## config.mk

```make
export PLATFORM = sky130hd
export DESIGN_NAME = lj_pos_ram
export DESIGN_NICKNAME = d
export VERILOG_FILES = /design/src/hw/lj_pkg.sv /design/src/hw/lj_pos_ram.sv
export SDC_FILE = /design/constraint.sdc
export NUM_CORES = 1
export LEC_CHECK = 0
export BUFFER_PORTS_ARGS = -buffer_cell sky130_fd_sc_hd__buf_2
export CORE_MARGIN = 8
export CORE_UTILIZATION = 49
export CTS_BUF_LIST = sky130_fd_sc_hd__clkbuf_8
export DETAILED_ROUTE_END_ITERATION = 8
export PLACE_DENSITY = 0.73
export SYNTH_ARGS = -nofsm -noshare
export SYNTH_HDL_FRONTEND = slang
export SYNTH_SLANG_ARGS = --single-unit
```

## constraint.sdc

```tcl
create_clock -name clk -period 2.7 [get_ports clk]
set_input_delay 0.27 -clock clk [delete_from_list [all_inputs] [get_ports clk]]
set_output_delay 0.27 -clock clk [all_outputs]
set_load 0.01 [all_outputs]
```

## src/hw/lj_pkg.sv

```systemverilog
package lj_pkg;

	// Particle data
	localparam int COORD_W = 16; // Signed position coordinate
	localparam int DELTA_W = 17; // Neighbor minus reference
	localparam int R2_W = 35; // Sum of three squared deltas

	localparam int REF_MAX = 16;
	localparam int REF_AW = 4;
	localparam int NBR_MAX = 32;
	localparam int NBR_AW = 5;

	// Pair is kept for 0 < r2 < CUTOFF_2
	localparam int CUTOFF_2 = 16384;

	// Interpolation table, upper r2 bits pick the entry
	localparam int TBL_AW = 6;
	localparam int FRAC_W = 8; // Low r2 bits used as the fraction
	localparam int COEF_W = 16;
	localparam int SCALE_W = 24;
	localparam int FORCE_W = 32; // Wraps modulo 2**32

	localparam int PIPE_LAT = 6; // Pair issue to accumulation

	// APB address map, 13-bit byte address
	localparam logic [12:0] REG_CTRL = 13'h000;
	localparam logic [12:0] REG_STATUS = 13'h004;
	localparam logic [12:0] REG_COUNT = 13'h008;
	localparam logic [12:0] BASE_REF = 13'h400;
	localparam logic [12:0] BASE_NBR = 13'h800;
	localparam logic [12:0] BASE_TBL = 13'hC00;
	localparam logic [12:0] BASE_FORCE = 13'h1000;

	// Decoded target of an APB access
	typedef enum logic [2:0] {CTRL, STATUS, COUNT, REF, NBR, TBL, FORCE, NONE} region_e;

	typedef enum logic [1:0] {IDLE, RUN, DRAIN, FINISH} pair_state_e;

endpackage
```

## src/hw/lj_pos_ram.sv

```systemverilog
`timescale 1ns/100ps

module lj_pos_ram
#(
	parameter int DEPTH = 16
)
(
	input  logic clk,
	input  logic we,
	input  logic [$clog2(DEPTH)-1:0] wr_idx,
	input  logic [1:0] wr_comp,
	input  logic signed [lj_pkg::COORD_W-1:0] wr_data,
	input  logic rd_en,
	input  logic [$clog2(DEPTH)-1:0] rd_idx,
	output logic signed [lj_pkg::COORD_W-1:0] x,
	output logic signed [lj_pkg::COORD_W-1:0] y,
	output logic signed [lj_pkg::COORD_W-1:0] z
);

	// One array per coordinate so a read returns all three
	logic signed [lj_pkg::COORD_W-1:0] mem_x [DEPTH];
	logic signed [lj_pkg::COORD_W-1:0] mem_y [DEPTH];
	logic signed [lj_pkg::COORD_W-1:0] mem_z [DEPTH];

	always_ff @(posedge clk)
	begin
		if (we && wr_comp == 2'd0)
			mem_x[wr_idx] <= wr_data;
		if (we && wr_comp == 2'd1)
			mem_y[wr_idx] <= wr_data;
		if (we && wr_comp == 2'd2)
			mem_z[wr_idx] <= wr_data;
		if (rd_en)
		begin
			x <= mem_x[rd_idx]; // Data one cycle after the address
			y <= mem_y[rd_idx];
			z <= mem_z[rd_idx];
		end
	end

endmodule

```

Word level (Yosys, flattened, before mapping)
Memory sizes are Yosys's and may differ from the RTL's. A register that Yosys moved wholly into a read port is not among the register bits.
Cells that the tools add are included.
{"block": "op_classes", "eq_ne": 2, "n_div": 0, "bitwise": 0, "muxes": 6, "addsub": 0, "n_lt_le_gt_ge": 0, "shifts": 0, "reduce_logical": 4, "multipliers": 0}
{"op": "$mux W1", "count": 6}
{"op": "$logic_and A1 B1 Y1", "count": 3}
{"op": "$eq A2 B1 Y1 const B", "count": 1}
{"op": "$eq A2 B2 Y1 const B", "count": 1}
{"op": "$logic_not A2 Y1", "count": 1}
{"block": "word_totals", "rom_bits": 0, "mem_bits_rw": 768, "latchBits": 0, "wordCells": 15, "ff_bits": 0, "n_memories": 3, "output_inout_bits": 48, "in_bits": 29}
{"memory": "mem_x", "depth": 16, "word_bits": 16, "read_ports": 1, "rd_ports_with_merged_regs": 1, "wr": 1, "line_no": "lj_pos_ram.sv:21", "source": "logic signed [lj_pkg::COORD_W-1:0] mem_x [DEPTH];"}
{"memory": "mem_y", "depth": 16, "word_bits": 16, "read_ports": 1, "rd_ports_with_merged_regs": 1, "wr": 1, "line_no": "lj_pos_ram.sv:22", "source": "logic signed [lj_pkg::COORD_W-1:0] mem_y [DEPTH];"}
{"memory": "mem_z", "depth": 16, "word_bits": 16, "read_ports": 1, "rd_ports_with_merged_regs": 1, "wr": 1, "line_no": "lj_pos_ram.sv:23", "source": "logic signed [lj_pkg::COORD_W-1:0] mem_z [DEPTH];"}

Longest topological paths before layout
{"block": "depth", "ltp_word": 4, "mapped_depth": 6, "mapped_depth_nobuf": 3}

Worst setup path after synthesis
OpenSTA, ideal clock, no wires.
{"block": "synth_timing", "path_kind": "input -> register", "startpoint": "in wr_comp[1]", "endpoint": "mem mem_x[3][0] (netlist name) (enable)", "path_buffers": 1, "t_required_ps": 2270, "path_slack_ps": -190, "cell_stages": 3, "arrival_ps": 2459, "setup_ps": 430, "path_cell_list": "or3b_2 > clkbuf_1 > nor4_1"}
{"block": "synth_via", "elab_chain_cells": 4}
{"element": "from (decl)", "line_no": "lj_pos_ram.sv:11", "source": "input logic [1:0] wr_comp,"}
{"element": "$logic_not A2 Y1", "line_no": "lj_pos_ram.sv:27", "source": "if (we && wr_comp == 2'd0)"}
{"element": "$logic_and A1 B1 Y1", "line_no": "lj_pos_ram.sv:27"}
{"element": "$mux W1", "line_no": "lj_pos_ram.sv:27"}
{"element": "$mux W1 (implied by the code)", "line_no": "lj_pos_ram.sv:28", "source": "mem_x[wr_idx] <= wr_data;"}
{"element": "to (decl)", "line_no": "lj_pos_ram.sv:21"}
No other way between the ends.

Final worst setup path
{"block": "layout_timing", "startpoint": "reg x[13] (netlist name), read port of mem_x", "endpoint": "out x[13] (netlist name)"}
{"element": "from (decl)", "line_no": "lj_pos_ram.sv:15", "source": "output logic signed [lj_pkg::COORD_W-1:0] x,"}
No word-level cell between the ends.

==> summary.txt <==
Worst setup path
  • Worst path bufs/invs: 1
  • Req. time, crit path: 2.43 ns
  • Worst Path Max Fanout: 1
  • Crit-path leading delay family: flip-flops
  • Slowest CP cell: edfxtp_1
  • Cell Chain, Critical Path: buf_2
  • CP Class: reg2out
  • Worst R2R Setup Slack: 1.08 ns
  • CP Data Arrival Time: 1.38 ns
  • Worst Setup End Kind: output pin
  • Startpoint types: register
  • CP peak stage delay: 0.46 ns

STA
  • FMAX: 607 MHz
  • Final hold violation count: 0
  • Final period util: 61.0%
  • Worst slew margin: 30.3%
  • Setup violations, final: 0
  • Worst-Margin Slew: 1.05 ns
  • Clk_skew: 0.0328 ns
  • Min Clock Period, post-route: 1.65 ns
  • RSZ-0062 raised after global routing: no
  • Setup TNS Final: 0 ns
  • Fin. max-slew vios: 0

Power
  • Maximum VDD drop: 0.469 mV
  • Leak: 0.0112 uW
  • Pwr dens: 705 mW/mm2

Synthesis
  • Synthesized cell area: 0.0304 mm2
  • Synth top area share: 80.6%
  • Synth top area cells: edfxtp_1 81%, mux4_2 14%, a22oi_1 2.4%
  • Synth Area per Inst: 23.4 um2
  • Register area share after synthesis: 80.6%
  • Yosys Warn Count: 0
  • Distinct cells, synth: 16
  • Synthesized flop and latch total: 816
  • Post-synth ARST share: 0%
  • Post-synth EDFFs: 816
  • Syn Nets: 1,329
  • Top cell type by total area after synthesis: edfxtp_1
  • Synthesized instance count: 1,300
  • Synth Flop Type: edfxtp_1

Routing
  • Routed via count: 14.2k
  • Detailed Route Iter0 Violations: 1,526
  • Via-per-instance ratio: 5.92
  • Antenna Nets Post-Route: 0
  • WL per Instance: 27.2 um
  • Final WL: 65,300 um
  • # DRC: 0
  • First-pass iteration count of the detailed router: 5

Min path
  • Worst hold path type: in2reg

Clock tree
  • Clock slew at reported path FFs: 0.06 ns
  • Cts repair resizes: 0
  • Clock Path Buffers: 3
  • # clock sinks: 816
  • CTS buffer count: 120
  • Hold_buf cts: 0
  • Root buf cell: clkbuf_8
  • TritonCTS clock tree: done
  • Post-CTS Setup Inserts: 0
  • H-tree depth: 3
  • Clk Latency, worst-skew pair: 0.74 ns

Placed design
  • Buffers on Ports: 76
  • GPL Wtd Cong: 0.772
  • Detailed Place HPWL: 37,400 um

Floorplanning
  • Die ar.: 0.0703 mm2
  • Die width: 265 um
  • Die Span Y: 265 um
  • Cell Rows: 91
  • Initial Utilization: 49.5%
  • Core Footprint: 0.0615 mm2
  • Top Ports: 77

GRT
  • Initial antenna violation count: 5
  • Remaining Overflow, GRT: 0
  • Vias in the first global route: 15.0k
  • Total GRT Usage: 18.6%
  • Largest net degree at the start of global routing: 49
  • First-pass GRT wire length: 97,100 um

Status
  • Status: completed

Cells and area
  • Fillers: 4,422
  • Fraction of layout cells with a size suffix above 1: 31.7%
  • Core Util, Final: 56.1%
  • Area Growth Syn to Fin: 13.5%
  • Multi-input gate area: 0.00565 mm2
  • Nets: 1,544
  • FF+latch area: 0.0245 mm2

Job
  • Max-cap viol count: 0
==> layer usage <==
layer	up-vias	wire [um]	global-route usage (%)
met4	4	1310	5.49
met1	7529	26300	24.6
met5	-	27	0
met2	574	32700	30.9
met3	111	5010	4.29
li1	5995	-	-
==> Yosys cell counts (2+ instances only) <==
| cell type | number |
|---|---|
| nor2b_1 | 6 |
| buf_1 | 16 |
| nand3b_1 | 2 |
| buf_2 | 5 |
| clkbuf_1 | 32 |
| nor4_1 | 6 |
| nand3_1 | 4 |
| mux4_2 | 192 |
| nor2_1 | 45 |
| edfxtp_1 | 816 |
| buf_4 | 18 |
| nand2_1 | 59 |
| a22oi_1 | 96 |
==> area by class of cell <==
class                      instances  area share (%)
sequential                       816            71.0
multi-input combinational        413            16.4
clock buffer                     120            4.78
timing repair buffer             164            3.54
tap                              790            2.86
clock inverter                    96            1.46
antenna                            2          0.0145
==> kinds of logic (layout without fill, tap and decap cells) <==
| group | count (synthesis) | count (layout) | synth area share [%] |
|---|---|---|---|
| multiplexers | 192 | 192 | 14.2 |
| AND/OR/NAND/NOR | 125 | 125 | 1.72 |
| AO/OA/AOI/OAI | 96 | 96 | 2.37 |
| other | 0 | 2 | 0 |
| buffers and inverters | 71 | 380 | 1.12 |
| flip-flops | 816 | 816 | 80.6 |
==> flip-flops by register name, indices dropped and copies added (netlist names) <==
| name | count |
|---|---|
| x | 16 |
| y | 16 |
| mem_y | 256 |
| z | 16 |
| mem_x | 256 |
| mem_z | 256 |
==> through the flow <==
step	instance area (um2)	power (uW)	worst slack, ns	hold slack, ns	instances
global route	34500	25100	0.979	0.0923	2401
floorplan	30400	15000	-0.190	0.369	1300
detailed placement	32400	15600	0.379	0.686	2183
finish	34500	24300	1.05	0.113	2401
global placement	32400	15600	0.411	0.689	2183
CTS	34500	24500	0.980	0.0749	2399
==> power by group <==
part | switching [uW] | total, uW | internal, uW
registers | 50.5 | 14200 | 14100
logic | 718 | 1170 | 455
clock network | 4560 | 8990 | 4440
total | 5320 | 24300 | 19000
==> final timing paths <==
kind	to	startpoint	cells past startpoint
setup / recovery	x[13]	x[13]$_DFFE_PP_	1
hold / removal	y[7]$_DFFE_PP_	rd_en	2
setup reg to reg	x[6]$_DFFE_PP_	mem_x[0][6]$_DFFE_PP_	3
hold reg to reg	x[8]$_DFFE_PP_	mem_x[15][8]$_DFFE_PP_	3
==> cells in the final DEF, fill, tap and decap left out, types with 2 or more instances in the layout <==
cell type and n:
clkinv_2 13, inv_1 46, a22oi_1 96, buf_4 75, nor4_4 2, buf_2 74
nor2_1 43, nor4_2 4, diode_2 2, nand3b_1 2, clkbuf_8 121, nor2b_1 4
bufinv_16 3, inv_8 2, nand3_1 4, nand2_1 59, edfxtp_1 816, clkinv_1 28
nor2b_4 2, mux4_2 192, buf_12 13
Power figures use the tool's default switching activity.
