`src/hw/lj_pkg.sv`:
```
package lj_pkg;

	// Particle data
	localparam int COORD_W = 16; // Signed position coordinate
	localparam int DELTA_W = 17; // Neighbor minus reference
	localparam int R2_W = 35; // Sum of three squared deltas

	localparam int REF_MAX = 16;
	localparam int REF_AW = 4;
	localparam int NBR_MAX = 32;
	localparam int NBR_AW = 5;

	// Pair is kept for 0 < r2 < CUTOFF_2
	localparam int CUTOFF_2 = 16384;

	// Interpolation table, upper r2 bits pick the entry
	localparam int TBL_AW = 6;
	localparam int FRAC_W = 8; // Low r2 bits used as the fraction
	localparam int COEF_W = 16;
	localparam int SCALE_W = 24;
	localparam int FORCE_W = 32; // Wraps modulo 2**32

	localparam int PIPE_LAT = 6; // Pair issue to accumulation

	// APB address map, 13-bit byte address
	localparam logic [12:0] REG_CTRL = 13'h000;
	localparam logic [12:0] REG_STATUS = 13'h004;
	localparam logic [12:0] REG_COUNT = 13'h008;
	localparam logic [12:0] BASE_REF = 13'h400;
	localparam logic [12:0] BASE_NBR = 13'h800;
	localparam logic [12:0] BASE_TBL = 13'hC00;
	localparam logic [12:0] BASE_FORCE = 13'h1000;

	// Decoded target of an APB access
	typedef enum logic [2:0] {CTRL, STATUS, COUNT, REF, NBR, TBL, FORCE, NONE} region_e;

	typedef enum logic [1:0] {IDLE, RUN, DRAIN, FINISH} pair_state_e;

endpackage
```
`src/hw/lj_r2_compute.sv`:
```
`timescale 1ns/100ps

module lj_r2_compute
(
	input  logic clk,
	input  logic rst,
	input  logic in_valid,
	input  logic [lj_pkg::REF_AW-1:0] in_ref,
	input  logic in_last,
	input  logic signed [lj_pkg::COORD_W-1:0] ref_x,
	input  logic signed [lj_pkg::COORD_W-1:0] ref_y,
	input  logic signed [lj_pkg::COORD_W-1:0] ref_z,
	input  logic signed [lj_pkg::COORD_W-1:0] nbr_x,
	input  logic signed [lj_pkg::COORD_W-1:0] nbr_y,
	input  logic signed [lj_pkg::COORD_W-1:0] nbr_z,
	output logic signed [lj_pkg::DELTA_W-1:0] dx,
	output logic signed [lj_pkg::DELTA_W-1:0] dy,
	output logic signed [lj_pkg::DELTA_W-1:0] dz,
	output logic [lj_pkg::R2_W-1:0] r2,
	output logic keep,
	output logic [lj_pkg::REF_AW-1:0] out_ref,
	output logic out_last,
	output logic out_valid
);

	logic signed [lj_pkg::DELTA_W-1:0] dx_s1, dy_s1, dz_s1;
	logic signed [2*lj_pkg::DELTA_W-1:0] sq_x, sq_y, sq_z; // Squares are never negative
	logic [lj_pkg::R2_W-1:0] r2_next;
	logic [lj_pkg::REF_AW-1:0] ref_s1;
	logic last_s1;
	logic valid_s1;

	assign sq_x = dx_s1 * dx_s1;
	assign sq_y = dy_s1 * dy_s1;
	assign sq_z = dz_s1 * dz_s1;
	assign r2_next = {1'b0, sq_x} + {1'b0, sq_y} + {1'b0, sq_z};

	always_ff @(posedge clk)
	begin
		// Stage one, sign extended differences
		dx_s1 <= $signed({nbr_x[lj_pkg::COORD_W-1], nbr_x}) - $signed({ref_x[lj_pkg::COORD_W-1], ref_x});
		dy_s1 <= $signed({nbr_y[lj_pkg::COORD_W-1], nbr_y}) - $signed({ref_y[lj_pkg::COORD_W-1], ref_y});
		dz_s1 <= $signed({nbr_z[lj_pkg::COORD_W-1], nbr_z}) - $signed({ref_z[lj_pkg::COORD_W-1], ref_z});
		ref_s1 <= in_ref;
		last_s1 <= in_last;
		// Stage two, distance and filter
		dx <= dx_s1;
		dy <= dy_s1;
		dz <= dz_s1;
		r2 <= r2_next;
		keep <= (r2_next != '0) && (r2_next < lj_pkg::CUTOFF_2); // Drops self pairs too
		out_ref <= ref_s1;
		out_last <= last_s1;
	end

	always_ff @(posedge clk)
	begin
		if (rst)
		begin
			valid_s1 <= 1'b0;
			out_valid <= 1'b0;
		end
		else
		begin
			valid_s1 <= in_valid;
			out_valid <= valid_s1;
		end
	end

endmodule

```
`config.mk`:
```
export PLATFORM = sky130hd
export DESIGN_NAME = lj_r2_compute
export DESIGN_NICKNAME = d
export VERILOG_FILES = /design/src/hw/lj_pkg.sv /design/src/hw/lj_r2_compute.sv
export SDC_FILE = /design/constraint.sdc
export NUM_CORES = 2
export LEC_CHECK = 0
export ABC_AREA = 1
export BUFFER_PORTS_ARGS = -buffer_cell sky130_fd_sc_hd__buf_2
export CORE_MARGIN = 2
export CORE_UTILIZATION = 70
export CTS_CLUSTER_SIZE = 24
export DETAILED_ROUTE_END_ITERATION = 7
export PLACE_DENSITY = 0.95
export SKIP_LAST_GASP = 1
export SLEW_MARGIN = 20
export SYNTH_ARGS = -nofsm -noshare
export SYNTH_HDL_FRONTEND = slang
export SYNTH_SLANG_ARGS = --single-unit
```
`constraint.sdc`:
```
create_clock -name clk -period 20.3 [get_ports clk]
set_input_delay 4.06 -clock clk [delete_from_list [all_inputs] [get_ports clk]]
set_output_delay 4.06 -clock clk [all_outputs]
set_load 0.1 [all_outputs]
```
Word-level counts from Yosys, hierarchy flattened --
Index checks and enable logic that the tools add are counted.
Word-level totals: output and inout port bits 93, register bits after elaboration 150, word-level logic and storage cells 25, input port bits 104
Cells by class: reductions and logical operators 2, $lt $le $gt $ge 1, $mul 3, add/sub/neg operators 5
Operators with widths (number):
- $mul A17 B17 Y34 | 3
- $sub A16 B16 Y17 | 3
- $add A34 B34 Y35 | 1
- $add A35 B34 Y35 | 1
- $lt A35 B15 Y1 const B | 1
- $reduce_bool A35 Y1 | 1
- $logic_and A1 B1 Y1 | 1

Longest topological paths before layout --
word-level depth 5, gate-level depth with buffers 44, gate-level depth less buffers 42

Least setup slack after synthesis --
No wires, ideal clock.
path type flip-flop to flip-flop, start point reg dy_s1[5] (netlist bit), end point reg keep, required time 20.236 ns, arrival time 7.330 ns, cell stages (with the launch flop) 33, setup time 0.064 ns, buffers on the path 2, slack 12.906 ns, period minus slack after synthesis 7.394 ns, cell sequence dfxtp_1 -> clkbuf_1 -> clkbuf_1 -> nand2_1 -> fa_1 -> inv_1 -> fa_1 -> inv_1 -> fa_1 -> fa_1 -> fa_1 -> fa_1 -> inv_1 -> ha_1 -> nand2_1 -> nor3_1 -> nand4_1 -> nand3_1 -> a21oi_1 -> xnor2_1 -> fa_1 -> ha_1 -> a21oi_1 -> o21ai_0 -> a21oi_1 -> o21ai_0 -> nor2_1 -> nand2_1 -> nand2_1 -> nand2_1 -> nor2_1 -> nand3_1 -> nor2_1
On the way: cells in the longest elaborated chain, start to end 5, elaborated cells on any way between the ends 6, those cells by class 2 x add/sub; 1 x mul; 1 x order compare; 2 x reduce/logical
RTL lines:
- from (decl) | RTL line lj_r2_compute.sv:26 | logic signed [lj_pkg::DELTA_W-1:0] dx_s1, dy_s1, dz_s1;
- from (signal assigned) | RTL line lj_r2_compute.sv:42 | dy_s1 <= $signed({nbr_y[lj_pkg::COORD_W-1], nbr_y}) - $signed({ref_y[lj_pkg::COORD_W-1], ref_y});
- $mul A17 B17 Y34 (*) | RTL line lj_r2_compute.sv:34 | assign sq_y = dy_s1 * dy_s1;
- $add A34 B34 Y35 (*) | RTL line lj_r2_compute.sv:36 | assign r2_next = {1'b0, sq_x} + {1'b0, sq_y} + {1'b0, sq_z};
- $add A35 B34 Y35 (*) | RTL line lj_r2_compute.sv:36
- named net r2_next (one bit) | RTL line lj_r2_compute.sv:28 | logic [lj_pkg::R2_W-1:0] r2_next;
- $lt A35 B15 Y1 / $reduce_bool A35 Y1 (equally long branches) | RTL line lj_r2_compute.sv:51 | keep <= (r2_next != '0) && (r2_next < lj_pkg::CUTOFF_2);
- $logic_and A1 B1 Y1 (*) | RTL line lj_r2_compute.sv:51
- to (signal assigned) | RTL line lj_r2_compute.sv:51
- to (decl) | RTL line lj_r2_compute.sv:20 | output logic keep,
The timed path passes the listed nets; every way through them passes the cells marked *. A chain may end at the register's enable or synchronous reset.

Worst setup path in the final report --
start point reg dz_s1[16] (netlist bit), end point reg keep
On the way: cells in the longest elaborated chain, start to end 4, elaborated cells on any way between the ends 5, those cells by class 1 x add/sub; 1 x mul; 1 x order compare; 2 x reduce/logical
RTL lines:
- from (decl) | RTL line lj_r2_compute.sv:26
- from (signal assigned) | RTL line lj_r2_compute.sv:43 | dz_s1 <= $signed({nbr_z[lj_pkg::COORD_W-1], nbr_z}) - $signed({ref_z[lj_pkg::COORD_W-1], ref_z});
- $mul A17 B17 Y34 (*) | RTL line lj_r2_compute.sv:35 | assign sq_z = dz_s1 * dz_s1;
- $add A35 B34 Y35 (*) | RTL line lj_r2_compute.sv:36
- named net r2_next (one bit) | RTL line lj_r2_compute.sv:28
- $lt A35 B15 Y1 / $reduce_bool A35 Y1 (equally long branches) | RTL line lj_r2_compute.sv:51
- $logic_and A1 B1 Y1 (*) | RTL line lj_r2_compute.sv:51
Marks and branches as above.

==> impl_metrics.toml <==
[sta]
skew_ns = 0.0169
tightestPinTransition_ns = 1.06
rsz0062_at_grt = "false"
drv_slew = 0
fin_crit_ns = 9.24
hold_viol = 0
fmax_ghz = 0.108
finalSetupTns_ns = 0
post-route-period-util_pct = 45.5
relSlewSlack_pct = 29.4
setup_viol = 0

[detailed_routing]
wl_per_cell_um = 18.3
drc = 0
totalWireLength_mm = 101
first_pass_iters = 8
viasPerCell = 5.64
ant_nets = 0
dr.first_iter.drc_count = 2855
vias = 31100

[critical_path]
cp-end-kind = "register"
worstPathArrival_ns = 9.66
startpoint = "dz_s1[16]$_DFF_P_"
worst-path-max-fanout = 23
critPathRequiredTime_ns = 20.72
crit_path_frequent_cell = "fa_1"
ff2ff_path_depth = 33
crit_type = "register to register"
slowest_delay_ns = 0.95
r2r_start = "dz_s1[16]$_DFF_P_"
crit_end = "keep$_DFF_P_"
start_kind = "register"
r2r_end = "keep$_DFF_P_"
slowest_stage = "dfxtp_1"
r2r_slack_ns = 11.06

[clock_tree]
root_buffer = "clkbuf_16"
numCtsBuffers = 17
path_clk_slew_ns = 0.08
clock_latency_ns = 0.53
cts_setup_buffers = 0
tritoncts = "yes"
clock_sinks = 150
cts_hold_buf = 0
h-tree-depth = 4
clockBufferDepth = 2
cts_resized = 0

[global_routing]
grt_pass1_vias = 34200
grt_pass1_wl_mm = 167
grt_use_total_pct = 38.0
grt_antenna_before_repair = 7
grt.overflow.total = 0
grt_max_degree = 24

[yosys]
async_flop_share_pct = 0
yosysWarnings = 0
synth_top_cell_by_area = "fa_1"
avgSynthCellArea_um2 = 8.26
ys_seq_area_share_pct = 7.75
synth_area_um2 = 38700
synth_commonest_cells = "inv_1 (1,510), fa_1 (848), nand2_1 (829)"
yosys.area.top_type_share_pct = 43.8
synth_most_common_cell = "inv_1"
syn_inst = 4687
synth_ff_type = "dfxtp_1"
mappedNetlistNets = 5973
synth-edff-count = 0
synth_cell_type_count = 44
synth.area.top_cells = "fa_1 (44%), inv_1 (15%), ha_1 (11%)"
yosys_register_bits = 150

[min_path]
holdPathStages = 0
worstHoldPathType = "register to register"

[placed_design]
portBuffers = 196
place_congestion = 0.986
dp.final_hpwl_mm = 82.5

[floorplan]
num_io_pins = 197
die_width_um = 239
fp-row-count = 86
die-area_um2 = 57200
die_h_um = 239
coreArea_um2 = 54900
initial_core_util_pct = 70.6

[cells_and_area]
fin_nets = 6084
area_growth_pct = 5.49
drive_above_1_share_pct = 6.24

[status]
run_status = "complete, no violations"

[flow_run]
drv_cap = 0
## how the worst min path moves through the flow
| stage | slack [ns] | start | endpoint |
|---|---|---|---|
| after detailed placement | 0.31 | ref_s1[0]$_DFF_P_ | out_ref[0]$_DFF_P_ |
| after global placement | 0.31 | ref_s1[0]$_DFF_P_ | out_ref[0]$_DFF_P_ |
| after floorplan | 0.31 | last_s1$_DFF_P_ | out_last$_DFF_P_ |
| after CTS | 0.33 | ref_s1[3]$_DFF_P_ | out_ref[3]$_DFF_P_ |
| after global routing | 0.34 | ref_s1[0]$_DFF_P_ | out_ref[0]$_DFF_P_ |
| final | 0.33 | ref_s1[1]$_DFF_P_ | out_ref[1]$_DFF_P_ |
## through the flow
step | instances | hold WS [ns] | cell area, um2 | util (%) | worst slack, ns
floorplan | 4687 | 0.310 | 38700 | - | 12.91
global placement | 5483 | 0.311 | 40200 | 73.3 | 11.41
detailed placement | 5483 | 0.314 | 40200 | 73.3 | 11.38
finish | 5518 | 0.329 | 40900 | 74.5 | 11.06
global route | 5518 | 0.342 | 40900 | 74.5 | 10.62
CTS | 5515 | 0.333 | 40900 | 74.4 | 11.34
## cells in the final DEF (no fill, tap or decap), drive strengths merged, types with 23 or more instances in the layout
cell type  Yosys  final
xnor2         92     92
ha           334    334
xor2          91     91
nor3          23     23
nand4         28     28
a21oi        183    183
inv         1517   1522
nor2         176    176
o21ai        102    102
nand3         91     91
nand2        841    841
fa           848    848
buf           10    200
dfxtp        150    150
## final cells by class
type	instances	area, um2
Multi-Input combinational cell	2912	29600
Fill cell	3529	14000
Inverter	1517	5690
Sequential cell	150	3000
Timing Repair Buffer	200	1010
Tap cell	704	881
Clock buffer	17	425
Clock inverter	15	206
Antenna cell	3	7.51
## metal layers
layer	vias up	part of all wire, %	GRT usage, %
li1	13700	-	-
met3	570	9.6	10.5
met2	1747	49	63.5
met1	15100	34	43.2
met5	-	0.10	0.693
met4	10	6.9	23.9
## critical path: cells and delay by family, from the launching register on
kind                       cells  cell delay, ns
buffers and inverters          6            0.85
xor gates and xnor gates       2            0.32
adders and majority gates      9            4.23
DFF                            1            0.95
and+or+nand+nor               16            2.75
## sequential cells by signal, summed over array words and instances, names as in the netlist
name       flops
dx            17
dx_s1         17
dy            17
dy_s1         17
dz            17
dz_s1         17
keep           1
last_s1        1
out_last       1
out_ref        4
out_valid      1
r2            35
ref_s1         4
valid_s1       1
## kinds of logic after synthesis
logic type / after synthesis / share of synthesized area [%]
XOR/XNOR: 183 / 4.14
AO/OA/AOI/OAI: 352 / 5.05
adder cells (fa/ha/maj): 1182 / 54.6
AND/OR/NAND/NOR: 1195 / 12.7
flip-flops: 150 / 7.75
buffers and inverters: 1625 / 15.7
Power is left out: the tool's default activity adds up to more than one toggle a clock period on the data nets, which glitch-free logic cannot reach.
