==> src/hw/lj_pkg.sv <==
package lj_pkg;

	// Particle data
	localparam int COORD_W = 16; // Signed position coordinate
	localparam int DELTA_W = 17; // Neighbor minus reference
	localparam int R2_W = 35; // Sum of three squared deltas

	localparam int REF_MAX = 16;
	localparam int REF_AW = 4;
	localparam int NBR_MAX = 32;
	localparam int NBR_AW = 5;

	// Pair is kept for 0 < r2 < CUTOFF_2
	localparam int CUTOFF_2 = 16384;

	// Interpolation table, upper r2 bits pick the entry
	localparam int TBL_AW = 6;
	localparam int FRAC_W = 8; // Low r2 bits used as the fraction
	localparam int COEF_W = 16;
	localparam int SCALE_W = 24;
	localparam int FORCE_W = 32; // Wraps modulo 2**32

	localparam int PIPE_LAT = 6; // Pair issue to accumulation

	// APB address map, 13-bit byte address
	localparam logic [12:0] REG_CTRL = 13'h000;
	localparam logic [12:0] REG_STATUS = 13'h004;
	localparam logic [12:0] REG_COUNT = 13'h008;
	localparam logic [12:0] BASE_REF = 13'h400;
	localparam logic [12:0] BASE_NBR = 13'h800;
	localparam logic [12:0] BASE_TBL = 13'hC00;
	localparam logic [12:0] BASE_FORCE = 13'h1000;

	// Decoded target of an APB access
	typedef enum logic [2:0] {CTRL, STATUS, COUNT, REF, NBR, TBL, FORCE, NONE} region_e;

	typedef enum logic [1:0] {IDLE, RUN, DRAIN, FINISH} pair_state_e;

endpackage
==> src/hw/lj_force_accum.sv <==
`timescale 1ns/100ps

module lj_force_accum
(
	input  logic clk,
	input  logic rst,
	input  logic start,
	input  logic in_valid,
	input  logic [lj_pkg::REF_AW-1:0] in_ref,
	input  logic in_last,
	input  logic signed [lj_pkg::FORCE_W-1:0] fx,
	input  logic signed [lj_pkg::FORCE_W-1:0] fy,
	input  logic signed [lj_pkg::FORCE_W-1:0] fz,
	input  logic rd_en,
	input  logic [lj_pkg::REF_AW-1:0] rd_idx,
	input  logic [1:0] rd_comp,
	output logic [lj_pkg::FORCE_W-1:0] rd_data
);

	logic signed [lj_pkg::FORCE_W-1:0] sum_x, sum_y, sum_z;
	logic signed [lj_pkg::FORCE_W-1:0] next_x, next_y, next_z;
	logic [lj_pkg::FORCE_W-1:0] mem_x [lj_pkg::REF_MAX]; // Result per reference
	logic [lj_pkg::FORCE_W-1:0] mem_y [lj_pkg::REF_MAX];
	logic [lj_pkg::FORCE_W-1:0] mem_z [lj_pkg::REF_MAX];

	// Running sum including this cycle's contribution, wraps at 32 bits
	assign next_x = sum_x + fx;
	assign next_y = sum_y + fy;
	assign next_z = sum_z + fz;

	always_ff @(posedge clk)
	begin
		if (rst || start)
		begin
			sum_x <= '0;
			sum_y <= '0;
			sum_z <= '0;
		end
		else if (in_valid)
		begin
			sum_x <= in_last ? '0 : next_x; // Restart for the next reference
			sum_y <= in_last ? '0 : next_y;
			sum_z <= in_last ? '0 : next_z;
		end
	end

	always_ff @(posedge clk)
	begin
		if (in_valid && in_last)
		begin
			mem_x[in_ref] <= next_x;
			mem_y[in_ref] <= next_y;
			mem_z[in_ref] <= next_z;
		end
		if (rd_en)
			case (rd_comp)
				2'd0: rd_data <= mem_x[rd_idx];
				2'd1: rd_data <= mem_y[rd_idx];
				2'd2: rd_data <= mem_z[rd_idx];
				default: rd_data <= '0;
			endcase
	end

endmodule

==> config.mk <==
export PLATFORM = sky130hd
export DESIGN_NAME = lj_force_accum
export DESIGN_NICKNAME = d
export VERILOG_FILES = /design/src/hw/lj_pkg.sv /design/src/hw/lj_force_accum.sv
export SDC_FILE = /design/constraint.sdc
export NUM_CORES = 2
export LEC_CHECK = 0
export BUFFER_PORTS_ARGS = -buffer_cell sky130_fd_sc_hd__buf_4
export CORE_MARGIN = 2
export CORE_UTILIZATION = 40
export CTS_CLUSTER_DIAMETER = 200
export DETAILED_ROUTE_END_ITERATION = 12
export GPL_TIMING_DRIVEN = 0
export HOLD_SLACK_MARGIN = 0.06
export PLACE_DENSITY = 0.52
export SYNTH_ARGS = -nofsm -noshare
export SYNTH_HDL_FRONTEND = slang
export SYNTH_SLANG_ARGS = --single-unit
export TNS_END_PERCENT = 30
==> constraint.sdc <==
create_clock -name clk -period 19.2 [get_ports clk]
set_clock_uncertainty 0.15 [all_clocks]
set_input_delay 3.84 -clock clk [delete_from_list [all_inputs] [get_ports clk]]
set_output_delay 3.84 -clock clk [all_outputs]
set_load 0.05 [all_outputs]
### Yosys cells after proc, flatten, opt, wreduce, memory -nomap -nowiden

Memories as Yosys holds them, arrays and structs flattened.
Cells that the tools add are included.
Widths: inputs -> output; s select.

| word-level totals | value |
|---|---|
| word-level logic and storage cells | 21 |
| input port bits | 112 |
| bits in writable memories | 1536 |
| register bits | 128 |
| memories | 3 |

Memories:

| name | words | bits a word | read ports | clocked after Yosys merged registers in | wr ports | line | text |
|---|---|---|---|---|---|---|---|
| mem_x | 16 | 32 | 1 | 0 | 1 | lj_force_accum.sv:22 | `logic [lj_pkg::FORCE_W-1:0] mem_x [lj_pkg::REF_MAX];` |
| mem_y | 16 | 32 | 1 | 0 | 1 | lj_force_accum.sv:23 | `logic [lj_pkg::FORCE_W-1:0] mem_y [lj_pkg::REF_MAX];` |
| mem_z | 16 | 32 | 1 | 0 | 1 | lj_force_accum.sv:24 | `logic [lj_pkg::FORCE_W-1:0] mem_z [lj_pkg::REF_MAX];` |

| operators by class | value |
|---|---|
| $add $sub $neg | 3 |
| reduce and logical (&&, ||, !) cells | 3 |
| mux-type cells | 6 |
| equality and inequality tests | 2 |

Operators by type and width:

| operator | number |
|---|---|
| $add 32x32->32 | 3 |
| $mux 32 | 3 |
| $pmux 32 s3 | 1 |
| $eq 2x1->1 const B | 1 |
| $eq 2x2->1 const B | 1 |
| $logic_not 2->1 | 1 |
| $mux 1 | 2 |
| $logic_and 1x1->1 | 1 |
| $logic_or 1x1->1 | 1 |

### Depth between registers and ports, before layout

| logic depth | value |
|---|---|
| depth after elaboration | 3 |
| gate-level depth with buffers | 12 |
| depth with buffers taken out | 12 |

### Least setup slack after synthesis

OpenSTA, ideal clock, no wires.

| timing path | value |
|---|---|
| path type | in2reg |
| start point | input port in_valid |
| end point | memory mem_x[3][0] (netlist name), enable pin |
| required time | 18.380 ns |
| arrival time | 11.079 ns |
| stages | 4 |
| library setup time | 0.670 ns |
| setup slack | 7.301 ns |
| path through | clkbuf_1 buf_1 nand4_1 nor3_1 |

| between the ends | value |
|---|---|
| longest elaborated chain between the ends | 3 |

Ends and longest elaborated chain:

| what | line | text |
|---|---|---|
| from (decl) | lj_force_accum.sv:8 | `input logic in_valid,` |
| $logic_and 1x1->1 | lj_force_accum.sv:49 | `if (in_valid && in_last)` |
| $mux 1 | lj_force_accum.sv:49 |  |
| $mux 1 (implied by the code) | lj_force_accum.sv:51 | `mem_x[in_ref] <= next_x;` |
| to (decl) | lj_force_accum.sv:22 |  |

No other way between the ends.

### Worst setup path in the final report

| timing path | value |
|---|---|
| start point | input port rd_idx[2] (netlist name) |
| end point | register rd_data[25] (netlist name) (data pin) |

| between the ends | value |
|---|---|
| longest elaborated chain between the ends | 2 |
| elaborated cells on any way between the ends | 4 |
| classes of those cells | 1 x mux; 3 x memory |

Ends and longest elaborated chain:

| what | line | text |
|---|---|---|
| from (decl) | lj_force_accum.sv:15 | `input logic [lj_pkg::REF_AW-1:0] rd_idx,` |
| $mem_v2 16x32, on equally long branches | - |  |
| $pmux 32 s3 (*) | lj_force_accum.sv:56 | `case (rd_comp)` |
| to (signal assigned) | lj_force_accum.sv:57 | `2'd0: rd_data <= mem_x[rd_idx];` |
| to (signal assigned) | lj_force_accum.sv:58 | `2'd1: rd_data <= mem_y[rd_idx];` |
| to (signal assigned) | lj_force_accum.sv:59 | `2'd2: rd_data <= mem_z[rd_idx];` |
| to (decl) | lj_force_accum.sv:17 | `output logic [lj_pkg::FORCE_W-1:0] rd_data` |

Every way passes the cells marked *; elsewhere a longest branch is shown, timed or not.
A chain may end at the register's enable or synchronous reset.

==> impl_metrics.toml <==
[synthesis]
synth_top_area_cell = "edfxtp_1"
synth_area_leaders = "edfxtp_1 (70%), mux4_2 (15%), dfxtp_1 (2.9%)"
synthArstFlopShare = 0
synth-seq-area-share = 0.7293
synth_nets = 3513
synth_most_common_cell = "edfxtp_1"
synth_cells = 3305
yosysWarnings = 0
yosysTopAreaCellShare = 0.7007
synthFlopType = "edfxtp_1"
syn_area_per_cell_sq_um = 20.33
synth_edf_count = 1568
synth_cell_types = 66
synth_commonest_cells = "edfxtp_1 (1568), mux4_2 (456), a21oi_1 (145)"
ys_seq_elements = 1664
syn_area_sq_um = 67200

[detailed_routing]
dr.pass1.iters = 5
finalWirelength_um = 203800
drc = 0
drt_iter0_drc = 4164
routed_via_density = 5.764
dr_total_vias = 35250
ant_nets = 0
wl_per_cell_um = 33.32

[timing]
fin_crit_sh = 0.4075
tns_ns = 0
slew_viol_final = 0
grt_setup_unrepaired = "no"
maxSlewHeadroom = 0.06005
worstMarginPinSlew_ns = 1.410
fmax_mhz = 127.8
hold_viol = 0
setup_ws_ns = 11.38
setup_violations = 0
finalWorstPathRequiredPeriod_ns = 7.825

[global_routing]
antenna_found_initial = 18
first_global_vias = 34926
grt_overflow = 0
grt_usage = 0.2397
grt_pass1_wl_um = 281500
grt_max_degree = 33

[placement]
dpl.hpwl_um = 140900
dp_worst_setup_slack_ns = 10.60
dp.cells = 5789
portBuffers = 136
post_dp_cell_area_sq_um = 73710
gp_congestion = 0.8240

[finish]
area_delta_synth_final_pct = 18.27
stdcell_count = 6116
fillers = 13840
num-nets-final = 3974
drive_gt1_frac = 0.2896
stdcell_area_sq_um = 79470

[worst_setup_path]
rr_endpoint = "mem_y[15][30]$_DFFE_PP_"
startpoint_type = "input pin"
critPathCaptureType = "flop"
path_class = "in -> reg"
r2r_setup_slack_ns = 14.30
r2r-start = "sum_y[2]$_SDFFE_PP0P_"
crit_path_start = "rd_idx[2]"
crit_fanout = 10
worst-endpoint-arrival_ns = 8.13
cp.required_ns = 19.50
worst_r2r_path_depth = 10

[die]
chipHeight_um = 413.9
die_w_um = 413.9
rows = 150
num_io_pins = 144
core_sq_um = 167000
die_area_sq_um = 171300
initial_core_util = 0.4023

[clock_tree]
clkSinkCount = 1664
post_cts_buffers = 0
cts_max_path_buffers = 3
cts_root_buffer = "clkbuf_16"
clk_pin_slew_ns = 0.06
ctsResizeCount = 0
cts_buffers = 177
tritoncts = "yes"
cts_max_level = 4
ctsHoldBuffers = 0
clock_latency_ns = 0.83

[power_and_ir_drop]
finalPower_uw = 8018
p_leak_uw = 0.02646
ir_drop_uv = 80.98
powerDensity_nw_per_um2 = 100.9

[worst_hold_path]
worstHoldStart = "sum_x[25]$_SDFFE_PP0P_"
holdPathStages = 1
worstHoldEndpoint = "sum_x[25]$_SDFFE_PP0P_"
min_path_type = "reg -> reg"

[flow_run]
cap_violations = 0

[status]
status = "finished clean"
-- layout by cell type (no fill, tap or decap), drive strengths merged, types with 4 or more instances in the layout --
| cell | n |
|---|---|
| a21o | 45 |
| mux2 | 13 |
| a22o | 48 |
| o22ai | 34 |
| o21bai | 13 |
| a21oi | 146 |
| o21ai | 41 |
| and3 | 9 |
| o21a | 7 |
| nand2 | 51 |
| and4 | 7 |
| clkbuf | 342 |
| mux2i | 81 |
| nand3b | 6 |
| clkinvlp | 6 |
| nand2b | 16 |
| or3 | 5 |
| xor2 | 34 |
| o211ai | 9 |
| bufinv | 9 |
| nor2 | 104 |
| a221oi | 6 |
| a2111oi | 4 |
| dfxtp | 96 |
| nor2b | 52 |
| nand4 | 16 |
| a211oi | 9 |
| nand3 | 20 |
| ha | 93 |
| inv | 40 |
| xnor2 | 52 |
| mux4 | 456 |
| clkinv | 63 |
| buf | 344 |
| nor3 | 16 |
| edfxtp | 1568 |
| and2 | 4 |
| a21boi | 4 |
| a31oi | 5 |
-- critical path, cell delays in order --
cell      delay [ns]
clkbuf_1        0.49
clkbuf_1        0.75
clkbuf_1        1.05
mux4_2          0.42
mux4_2          0.47
mux2i_1         0.63
o22ai_1         0.44
-- cells by family (layout without fill, tap and decap cells) --
logic type                 count (synthesis)  count (layout)  synth area share
other                                      0               3                 0
buffers and inverters                    200             804           0.01171
and+or+nand+nor                          315             315           0.02352
muxes                                    550             550            0.1671
DFF                                     1664            1664            0.7293
xor gates and xnor gates                  86              86           0.01121
adders and majority gates                 96              96           0.01821
AOI/OAI and AO/OA                        394             394           0.03895
-- worst max path at each step --
stage | cells after the start | slack, ns | end
floorplan | 4 | 7.30 | mem_x[3][0]$_DFFE_PP_
global placement | 4 | -5.60 | mem_y[3][27]$_DFFE_PP_
finish | 7 | 11.38 | rd_data[25]$_DFFE_PP_
CTS | 7 | 11.48 | rd_data[25]$_DFFE_PP_
detailed placement | 7 | 10.60 | rd_data[25]$_DFFE_PP_
global route | 12 | 11.32 | mem_y[14][30]$_DFFE_PP_
-- metrics by stage --
stage	hold slack (ns)	utilization
4_1_cts	0.3249	0.4746
3_5_place_dp	0.3133	0.4413
3_3_place_gp	0.3098	0.4249
2_1_floorplan	0.2906	-
5_1_grt	0.3454	0.4757
6_report	0.3243	0.4758
-- layout make-up --
cell class | instances | area (sq um) | area share
Timing Repair Buffer | 282 | 3329 | 0.04190
Inverter | 34 | 127.6 | 0.001606
Clock inverter | 84 | 711.9 | 0.008959
Buffer | 166 | 675.6 | 0.008502
Sequential cell | 1664 | 49010 | 0.6167
Clock buffer | 238 | 4856 | 0.06110
Antenna cell | 3 | 7.507 | 0.00009447
Tap cell | 2204 | 2758 | 0.03470
Multi-Input combinational cell | 1441 | 18000 | 0.2265
-- flip-flops by register name (all words and copies together) (netlist names) --
| register | cells |
|---|---|
| mem_y | 512 |
| sum_y | 32 |
| mem_x | 512 |
| mem_z | 512 |
| rd_data | 32 |
| sum_x | 32 |
| sum_z | 32 |
-- power by group --
group | total, uW | switching [uW] | internal, uW
sequential | 4070 | 10.7 | 4060
combinational | 628 | 415 | 213
clock | 3320 | 1420 | 1890
-- routing by layer --
metal	GRT usage	up-vias	part of all wire
met5	0	-	0.000088
met4	0.05304	2	0.019
met3	0.03376	228	0.062
met2	0.3947	1252	0.49
met1	0.3400	19047	0.43
li1	-	14721	-
Note: power is estimated with default switching activity, not from simulation.
