[src/hw/lj_pkg.sv]
package lj_pkg;

	// Particle data
	localparam int COORD_W = 16; // Signed position coordinate
	localparam int DELTA_W = 17; // Neighbor minus reference
	localparam int R2_W = 35; // Sum of three squared deltas

	localparam int REF_MAX = 16;
	localparam int REF_AW = 4;
	localparam int NBR_MAX = 32;
	localparam int NBR_AW = 5;

	// Pair is kept for 0 < r2 < CUTOFF_2
	localparam int CUTOFF_2 = 16384;

	// Interpolation table, upper r2 bits pick the entry
	localparam int TBL_AW = 6;
	localparam int FRAC_W = 8; // Low r2 bits used as the fraction
	localparam int COEF_W = 16;
	localparam int SCALE_W = 24;
	localparam int FORCE_W = 32; // Wraps modulo 2**32

	localparam int PIPE_LAT = 6; // Pair issue to accumulation

	// APB address map, 13-bit byte address
	localparam logic [12:0] REG_CTRL = 13'h000;
	localparam logic [12:0] REG_STATUS = 13'h004;
	localparam logic [12:0] REG_COUNT = 13'h008;
	localparam logic [12:0] BASE_REF = 13'h400;
	localparam logic [12:0] BASE_NBR = 13'h800;
	localparam logic [12:0] BASE_TBL = 13'hC00;
	localparam logic [12:0] BASE_FORCE = 13'h1000;

	// Decoded target of an APB access
	typedef enum logic [2:0] {CTRL, STATUS, COUNT, REF, NBR, TBL, FORCE, NONE} region_e;

	typedef enum logic [1:0] {IDLE, RUN, DRAIN, FINISH} pair_state_e;

endpackage
[src/hw/lj_force_interp.sv]
`timescale 1ns/100ps

module lj_force_interp
(
	input  logic clk,
	input  logic rst,
	input  logic tbl_we_c0,
	input  logic tbl_we_c1,
	input  logic [lj_pkg::TBL_AW-1:0] wr_idx,
	input  logic signed [lj_pkg::COEF_W-1:0] wr_data,
	input  logic signed [lj_pkg::DELTA_W-1:0] dx,
	input  logic signed [lj_pkg::DELTA_W-1:0] dy,
	input  logic signed [lj_pkg::DELTA_W-1:0] dz,
	input  logic [lj_pkg::R2_W-1:0] r2,
	input  logic keep,
	input  logic [lj_pkg::REF_AW-1:0] in_ref,
	input  logic in_last,
	input  logic in_valid,
	output logic signed [lj_pkg::FORCE_W-1:0] fx,
	output logic signed [lj_pkg::FORCE_W-1:0] fy,
	output logic signed [lj_pkg::FORCE_W-1:0] fz,
	output logic [lj_pkg::REF_AW-1:0] out_ref,
	output logic out_last,
	output logic out_valid
);

	// Offset and slope per segment of r2
	logic signed [lj_pkg::COEF_W-1:0] c0_tbl [2**lj_pkg::TBL_AW];
	logic signed [lj_pkg::COEF_W-1:0] c1_tbl [2**lj_pkg::TBL_AW];

	logic signed [lj_pkg::COEF_W-1:0] c0_s1, c1_s1;
	logic [lj_pkg::FRAC_W-1:0] frac_s1;
	logic signed [lj_pkg::COEF_W+lj_pkg::FRAC_W:0] slope; // c1 times the fraction
	logic signed [lj_pkg::SCALE_W-1:0] scale_s2;
	logic signed [lj_pkg::DELTA_W-1:0] dx_s1, dy_s1, dz_s1, dx_s2, dy_s2, dz_s2;
	logic signed [lj_pkg::SCALE_W+lj_pkg::DELTA_W-1:0] px, py, pz;
	logic [lj_pkg::REF_AW-1:0] ref_s1, ref_s2;
	logic keep_s1, keep_s2, last_s1, last_s2;
	logic valid_s1, valid_s2;

	assign slope = c1_s1 * $signed({1'b0, frac_s1});
	assign px = scale_s2 * dx_s2; // Full width products
	assign py = scale_s2 * dy_s2;
	assign pz = scale_s2 * dz_s2;

	always_ff @(posedge clk)
	begin
		if (tbl_we_c0)
			c0_tbl[wr_idx] <= wr_data;
		if (tbl_we_c1)
			c1_tbl[wr_idx] <= wr_data;
		// Stage one, lookup by the integer part of r2
		c0_s1 <= c0_tbl[r2[lj_pkg::FRAC_W +: lj_pkg::TBL_AW]];
		c1_s1 <= c1_tbl[r2[lj_pkg::FRAC_W +: lj_pkg::TBL_AW]];
		frac_s1 <= r2[lj_pkg::FRAC_W-1:0];
		{dx_s1, dy_s1, dz_s1} <= {dx, dy, dz};
		{ref_s1, keep_s1, last_s1} <= {in_ref, keep, in_last};
		// Stage two, scale = c0 + (c1 * frac) >>> FRAC_W
		scale_s2 <= lj_pkg::SCALE_W'(c0_s1) + lj_pkg::SCALE_W'(slope >>> lj_pkg::FRAC_W);
		{dx_s2, dy_s2, dz_s2} <= {dx_s1, dy_s1, dz_s1};
		{ref_s2, keep_s2, last_s2} <= {ref_s1, keep_s1, last_s1};
		// Stage three, scaled delta or nothing for a rejected pair
		fx <= keep_s2 ? px[lj_pkg::FORCE_W-1:0] : '0;
		fy <= keep_s2 ? py[lj_pkg::FORCE_W-1:0] : '0;
		fz <= keep_s2 ? pz[lj_pkg::FORCE_W-1:0] : '0;
		out_ref <= ref_s2;
		out_last <= last_s2; // Still needed to close the reference sum
	end

	always_ff @(posedge clk)
	begin
		if (rst)
		begin
			valid_s1 <= 1'b0;
			valid_s2 <= 1'b0;
			out_valid <= 1'b0;
		end
		else
		begin
			valid_s1 <= in_valid;
			valid_s2 <= valid_s1;
			out_valid <= valid_s2;
		end
	end

endmodule

[config.mk]
export PLATFORM = sky130hd
export DESIGN_NAME = lj_force_interp
export DESIGN_NICKNAME = d
export VERILOG_FILES = /design/src/hw/lj_pkg.sv /design/src/hw/lj_force_interp.sv
export SDC_FILE = /design/constraint.sdc
export NUM_CORES = 2
export LEC_CHECK = 0
export BUFFER_PORTS_ARGS = -buffer_cell sky130_fd_sc_hd__buf_4
export CELL_PAD_IN_SITES_DETAIL_PLACEMENT = 1
export CELL_PAD_IN_SITES_GLOBAL_PLACEMENT = 1
export CORE_UTILIZATION = 55
export CTS_CLUSTER_DIAMETER = 120
export DETAILED_ROUTE_END_ITERATION = 6
export PLACE_DENSITY = 0.91
export SLEW_MARGIN = 20
export SYNTH_ARGS = -nofsm -noshare
export SYNTH_HDL_FRONTEND = slang
export SYNTH_SLANG_ARGS = --single-unit
[constraint.sdc]
create_clock -name clk -period 8.67 [get_ports clk]
set_input_delay 0.4335 -clock clk [delete_from_list [all_inputs] [get_ports clk]]
set_output_delay 0.4335 -clock clk [all_outputs]
set_load 0.05 [all_outputs]
# After elaboration in Yosys (flattened, before gate mapping)
# Memories as Yosys holds them, arrays and structs flattened. A register that Yosys moved wholly into a read port is not among the register bits.
# Index checks and enable logic that the tools add are counted.
dict set report totals {
  reg_bits 244
  mem_bits_rw 2048
  mem_count 2
  wordCells 33
  out_inout_bits 102
}
# memory words width read_ports rd_ports_with_merged_regs wr line_no
set mem_list {}
lappend mem_list {c0_tbl 64 16 1 1 1 lj_force_interp.sv:28} ;# logic signed [lj_pkg::COEF_W-1:0] c0_tbl [2**lj_pkg::TBL_AW];
lappend mem_list {c1_tbl 64 16 1 1 1 lj_force_interp.sv:29} ;# logic signed [lj_pkg::COEF_W-1:0] c1_tbl [2**lj_pkg::TBL_AW];
dict set report op_classes {
  mul 4
  muxes 4
  add_sub_neg 1
}
# op n
set op_table {}
lappend op_table {{multiplier 18 x 17 -> 32 bit} 3}
lappend op_table {{multiplier 16 x 9 -> 25 bit} 1}
lappend op_table {{adder 16 x 17 -> 18 bit} 1}
lappend op_table {{2-to-1 mux 1 bit} 4}

# Logic depth before layout (Yosys ltp)
dict set report depth {
  word_depth 2
  mapped_depth 26
  depth_no_buf 25
}

# Least setup slack after synthesis
# Ideal clock, no wire load.
dict set report synth_path {
  kind {register to register}
  from {register scale_s2[15] (netlist bit)}
  to {register fx[30] (netlist bit)}
  path_buffers 2
  path_stages_with_launch 24
  arrival_ns 6.179
  period_less_slack_ns 6.307
  path_slack_ns 2.363
  setup_ns 0.127
  path_cell_list {dfxtp_1 -> clkbuf_1 -> clkbuf_1 -> nand2_1 -> fa_1 -> inv_1 -> fa_1 -> inv_1 -> fa_1 -> inv_1 -> fa_1 -> fa_1 -> inv_1 -> fa_1 -> inv_1 -> ha_1 -> and3_1 -> a211o_1 -> a21oi_1 -> nor2_1 -> a2111oi_2 -> o41a_1 -> nor3_1 -> or3b_1}
}
dict set report synth_between {
  elab_chain_cells 1
}
# element line_no
set synth_rtl {}
lappend synth_rtl {{start: declaration} lj_force_interp.sv:34} ;# logic signed [lj_pkg::SCALE_W-1:0] scale_s2;
lappend synth_rtl {{start signal: assignment} lj_force_interp.sv:59} ;# scale_s2 <= lj_pkg::SCALE_W'(c0_s1) + lj_pkg::SCALE_W'(slope >>> lj_pkg::FRAC_W);
lappend synth_rtl {{multiplier 18 x 17 -> 32 bit} lj_force_interp.sv:42} ;# assign px = scale_s2 * dx_s2;
lappend synth_rtl {{end signal: assignment} lj_force_interp.sv:63} ;# fx <= keep_s2 ? px[lj_pkg::FORCE_W-1:0] : '0;
lappend synth_rtl {{end: declaration} lj_force_interp.sv:19} ;# output logic signed [lj_pkg::FORCE_W-1:0] fx,
# No other way between the ends.
# A chain may end at the register's enable or synchronous reset.

# Final worst setup path
dict set report layout_path {
  from {register frac_s1[1] (netlist bit)}
  to {register scale_s2[15] (netlist bit)}
}
dict set report layout_between {
  elab_chain_cells 2
}
# element line_no
set layout_rtl {}
lappend layout_rtl {{start: declaration} lj_force_interp.sv:32} ;# logic [lj_pkg::FRAC_W-1:0] frac_s1;
lappend layout_rtl {{start signal: assignment} lj_force_interp.sv:55} ;# frac_s1 <= r2[lj_pkg::FRAC_W-1:0];
lappend layout_rtl {{multiplier 16 x 9 -> 25 bit} lj_force_interp.sv:41} ;# assign slope = c1_s1 * $signed({1'b0, frac_s1});
lappend layout_rtl {{adder 16 x 17 -> 18 bit} lj_force_interp.sv:59}
# No other way between the ends.

==> metrics.csv <==
stage,metric,value,unit
setup_path,worstRegToRegCells,25,
route,drt-vias-per-instance,6.37,
synthesis,synth_most_common_cell,edfxtp_1,
timing,hold_viol_final,0,
synthesis,synth_cells,7660,
floorplanning,ioPinCount,221,
setup_path,start_kind,flop,
route,ant_nets,0,
timing,skew,113,ps
setup_path,cp.arrival,8490,ps
global_routing,grt_pass1_wl,546000,um
clocking,cts_max_level,4,
synthesis,synthArstFlopShare,0,%
layout,final_design_area_no_fill,135000,sq um
setup_path,cp.required,9460,ps
layout,finalNonFillerCells,11100,
floorplanning,die_y,472,um
floorplanning,rows,172,
setup_path,crit_path_top_delay_cell,dfxtp_1,
route,drt-total-wl,376000,um
floorplanning,die-area,222000,sq um
timing,rsz0062_at_grt,false,
flow_run,max_cap_violations,0,
clocking,root_buffer,clkbuf_16,
synthesis,synth_ff_type,edfxtp_1,
route,num_vias,70600,
global_routing,gr-total-overflow,0,
timing,slew_headroom,18.3,%
timing,fmax,0.130,GHz
setup_path,path_delay_family,compound AO/OA/AOI/OAI gates,
timing,maxSlewViolCount,0,
setup_path,crit_path_max_incr_delay,790,ps
timing,setup_violations,0,
clocking,clkTransAtPathRegs,70,ps
clocking,cts_max_path_buffers,3,
placed_design,portBuffers,199,
floorplanning,die_w,472,um
setup_path,r2r-end,scale_s2[15]$_DFF_P_,
synthesis,synth_area_leaders,"edfxtp_1 (51%), fa_1 (16%), mux4_2 (12%), dfxtp_1 (4.6%), inv_1 (3.5%)",
synthesis,synthDistinctLibCells,73,
hold_path,hold_depth,1,
global_routing,grt_pass1_vias,77800,
setup_path,rrSetupSlack,970,ps
placed_design,gp_congestion,0.853,
setup_path,path_buf_inv,4,
clocking,clock_latency,950,ps
placed_design,placed_area,127000,sq um
synthesis,ys_top_cells_by_count,"edfxtp_1 (2,048), inv_1 (1,126), fa_1 (966), mux4_2 (667), nand2_1 (593)",
timing,finalSetupTns,0,ps
hold_path,min_path_type,input pin to flop,
synthesis,ys_seq_area_share,55.3,%
synthesis,synthesis.nets,9057,
synthesis,synth_area,121000,sq um
timing,layout_min_cycle_time,7700,ps
outcome,status,completed,
setup_path,worstSetupStartpoint,frac_s1[1]$_DFF_P_,
route,drt_first_pass_iters,5,
route,first_iter_violations,9138,
hold_path,min-delay-start,wr_data[15],
synthesis,syn_avg_cell_area,15.8,sq um
synthesis,ys_warn_count,0,
global_routing,grt_antenna_before_repair,22,
global_routing,grt_max_degree,142,
setup_path,path_class,flop to flop,
clocking,cts_buffers,227,
hold_path,min_to,c0_tbl[57][15]$_DFFE_PP_,
placed_design,place_inst,10600,
route,route.detailed.drc,0,
global_routing,grt_usage,34.4,%
setup_path,r2r-start,frac_s1[1]$_DFF_P_,
synthesis,synth-edff-count,2048,
layout,fin_nets,9409,
placed_design,hpwlAfterDp,220000,um
clocking,cts.sinks,2324,
timing,period_share,88.8,%
floorplanning,core,219000,sq um
route,wire_per_inst,33.9,um
synthesis,synth_top_area_share,50.7,%
synthesis,yosysTopAreaCell,edfxtp_1,
setup_path,path_max_fanout,16,
layout,area_growth,11.3,%
setup_path,endpoint_kind,flop,
layout,drive_gt1_share,17.7,%
floorplanning,initial_core_util,55.3,%
clocking,cts_tree,done,
synthesis,synth_seq_cells,2324,
timing,worstMarginPinSlew,1230,ps
layout make-up:
type	instances	area, sq um
antenna	5	12.5
clock buffer	274	5890
clock inverter	146	1600
fill	19600	84400
inverter	1126	4230
multi-input combinational	3861	48700
sequential	2324	67000
tap	2871	3590
timing repair buffer	472	3900
routing by layer:
layer | up-vias | track usage, % | routed length, um
met5 | - | 0 | 149
met4 | 20 | 16.0 | 19600
met3 | 1121 | 6.53 | 37300
met2 | 4838 | 59.4 | 193000
met1 | 37200 | 41.8 | 126000
li1 | 27400 | - | -
layout by cell type, fill, tap and decap left out, drive strengths merged, types with 78 or more instances in the layout:
| cell type | instances |
|---|---|
| edfxtp | 2048 |
| inv | 1137 |
| mux4 | 667 |
| and2 | 477 |
| clkbuf | 274 |
| buf | 395 |
| nand2 | 593 |
| fa | 966 |
| clkinv | 103 |
| a21oi | 78 |
| dfxtp | 276 |
| xnor2 | 103 |
| ha | 312 |
| nor2 | 252 |
cells by family after synthesis:
group | count (synthesis) | synth area share (%)
DFF | 2324 | 55.3
buffers and inverters | 1475 | 4.64
AOI/OAI and AO/OA | 263 | 1.44
adders and majority gates | 1278 | 19.2
and+or+nand+nor | 1501 | 5.99
muxes | 680 | 12.5
xor gates and xnor gates | 139 | 1.00
worst max path at each step:
stage / slack [ps] / to / depth (start not counted)
2_1_floorplan: 2360 / fx[30]$_SDFF_PN0_ / 23
3_3_place_gp: 1640 / fx[30]$_SDFF_PN0_ / 19
3_5_place_dp: 1290 / scale_s2[15]$_DFF_P_ / 25
4_1_cts: 1040 / scale_s2[15]$_DFF_P_ / 25
5_1_grt: 680 / scale_s2[15]$_DFF_P_ / 25
6_report: 970 / scale_s2[15]$_DFF_P_ / 25
state kept, by name, summed over array words and instances, names as in the netlist, 8 cells and up:
name,count
c1_s1,16
scale_s2,18
frac_s1,8
c1_tbl,1024
fy,32
fx,32
dx_s1,17
dz_s2,17
fz,32
dz_s1,17
c0_s1,16
dy_s1,17
c0_tbl,1024
dx_s2,17
dy_s2,17
per-stage QoR:
step | util (%) | setup WS [ps] | hold WS, ps
5_1_grt | 61.5 | 682 | 48.8
4_1_cts | 61.5 | 1040 | 6.09
3_5_place_dp | 57.7 | 1290 | 313
2_1_floorplan | - | 2360 | 310
3_3_place_gp | 57.7 | 1640 | 310
6_report | 61.5 | 973 | 53.8
repair_timing:
item / 4_1_cts / 5_1_grt
gates resized for setup: 0 / 0
hold buffers: 77 / 0
setup buffers: 0 / 0
endpoints found under the setup margin: 0 / 0
hold endpoints to repair: 348 / 0
Power is not shown: default switching activity piles up to over one toggle a cycle in this logic, so the estimate is an artifact.
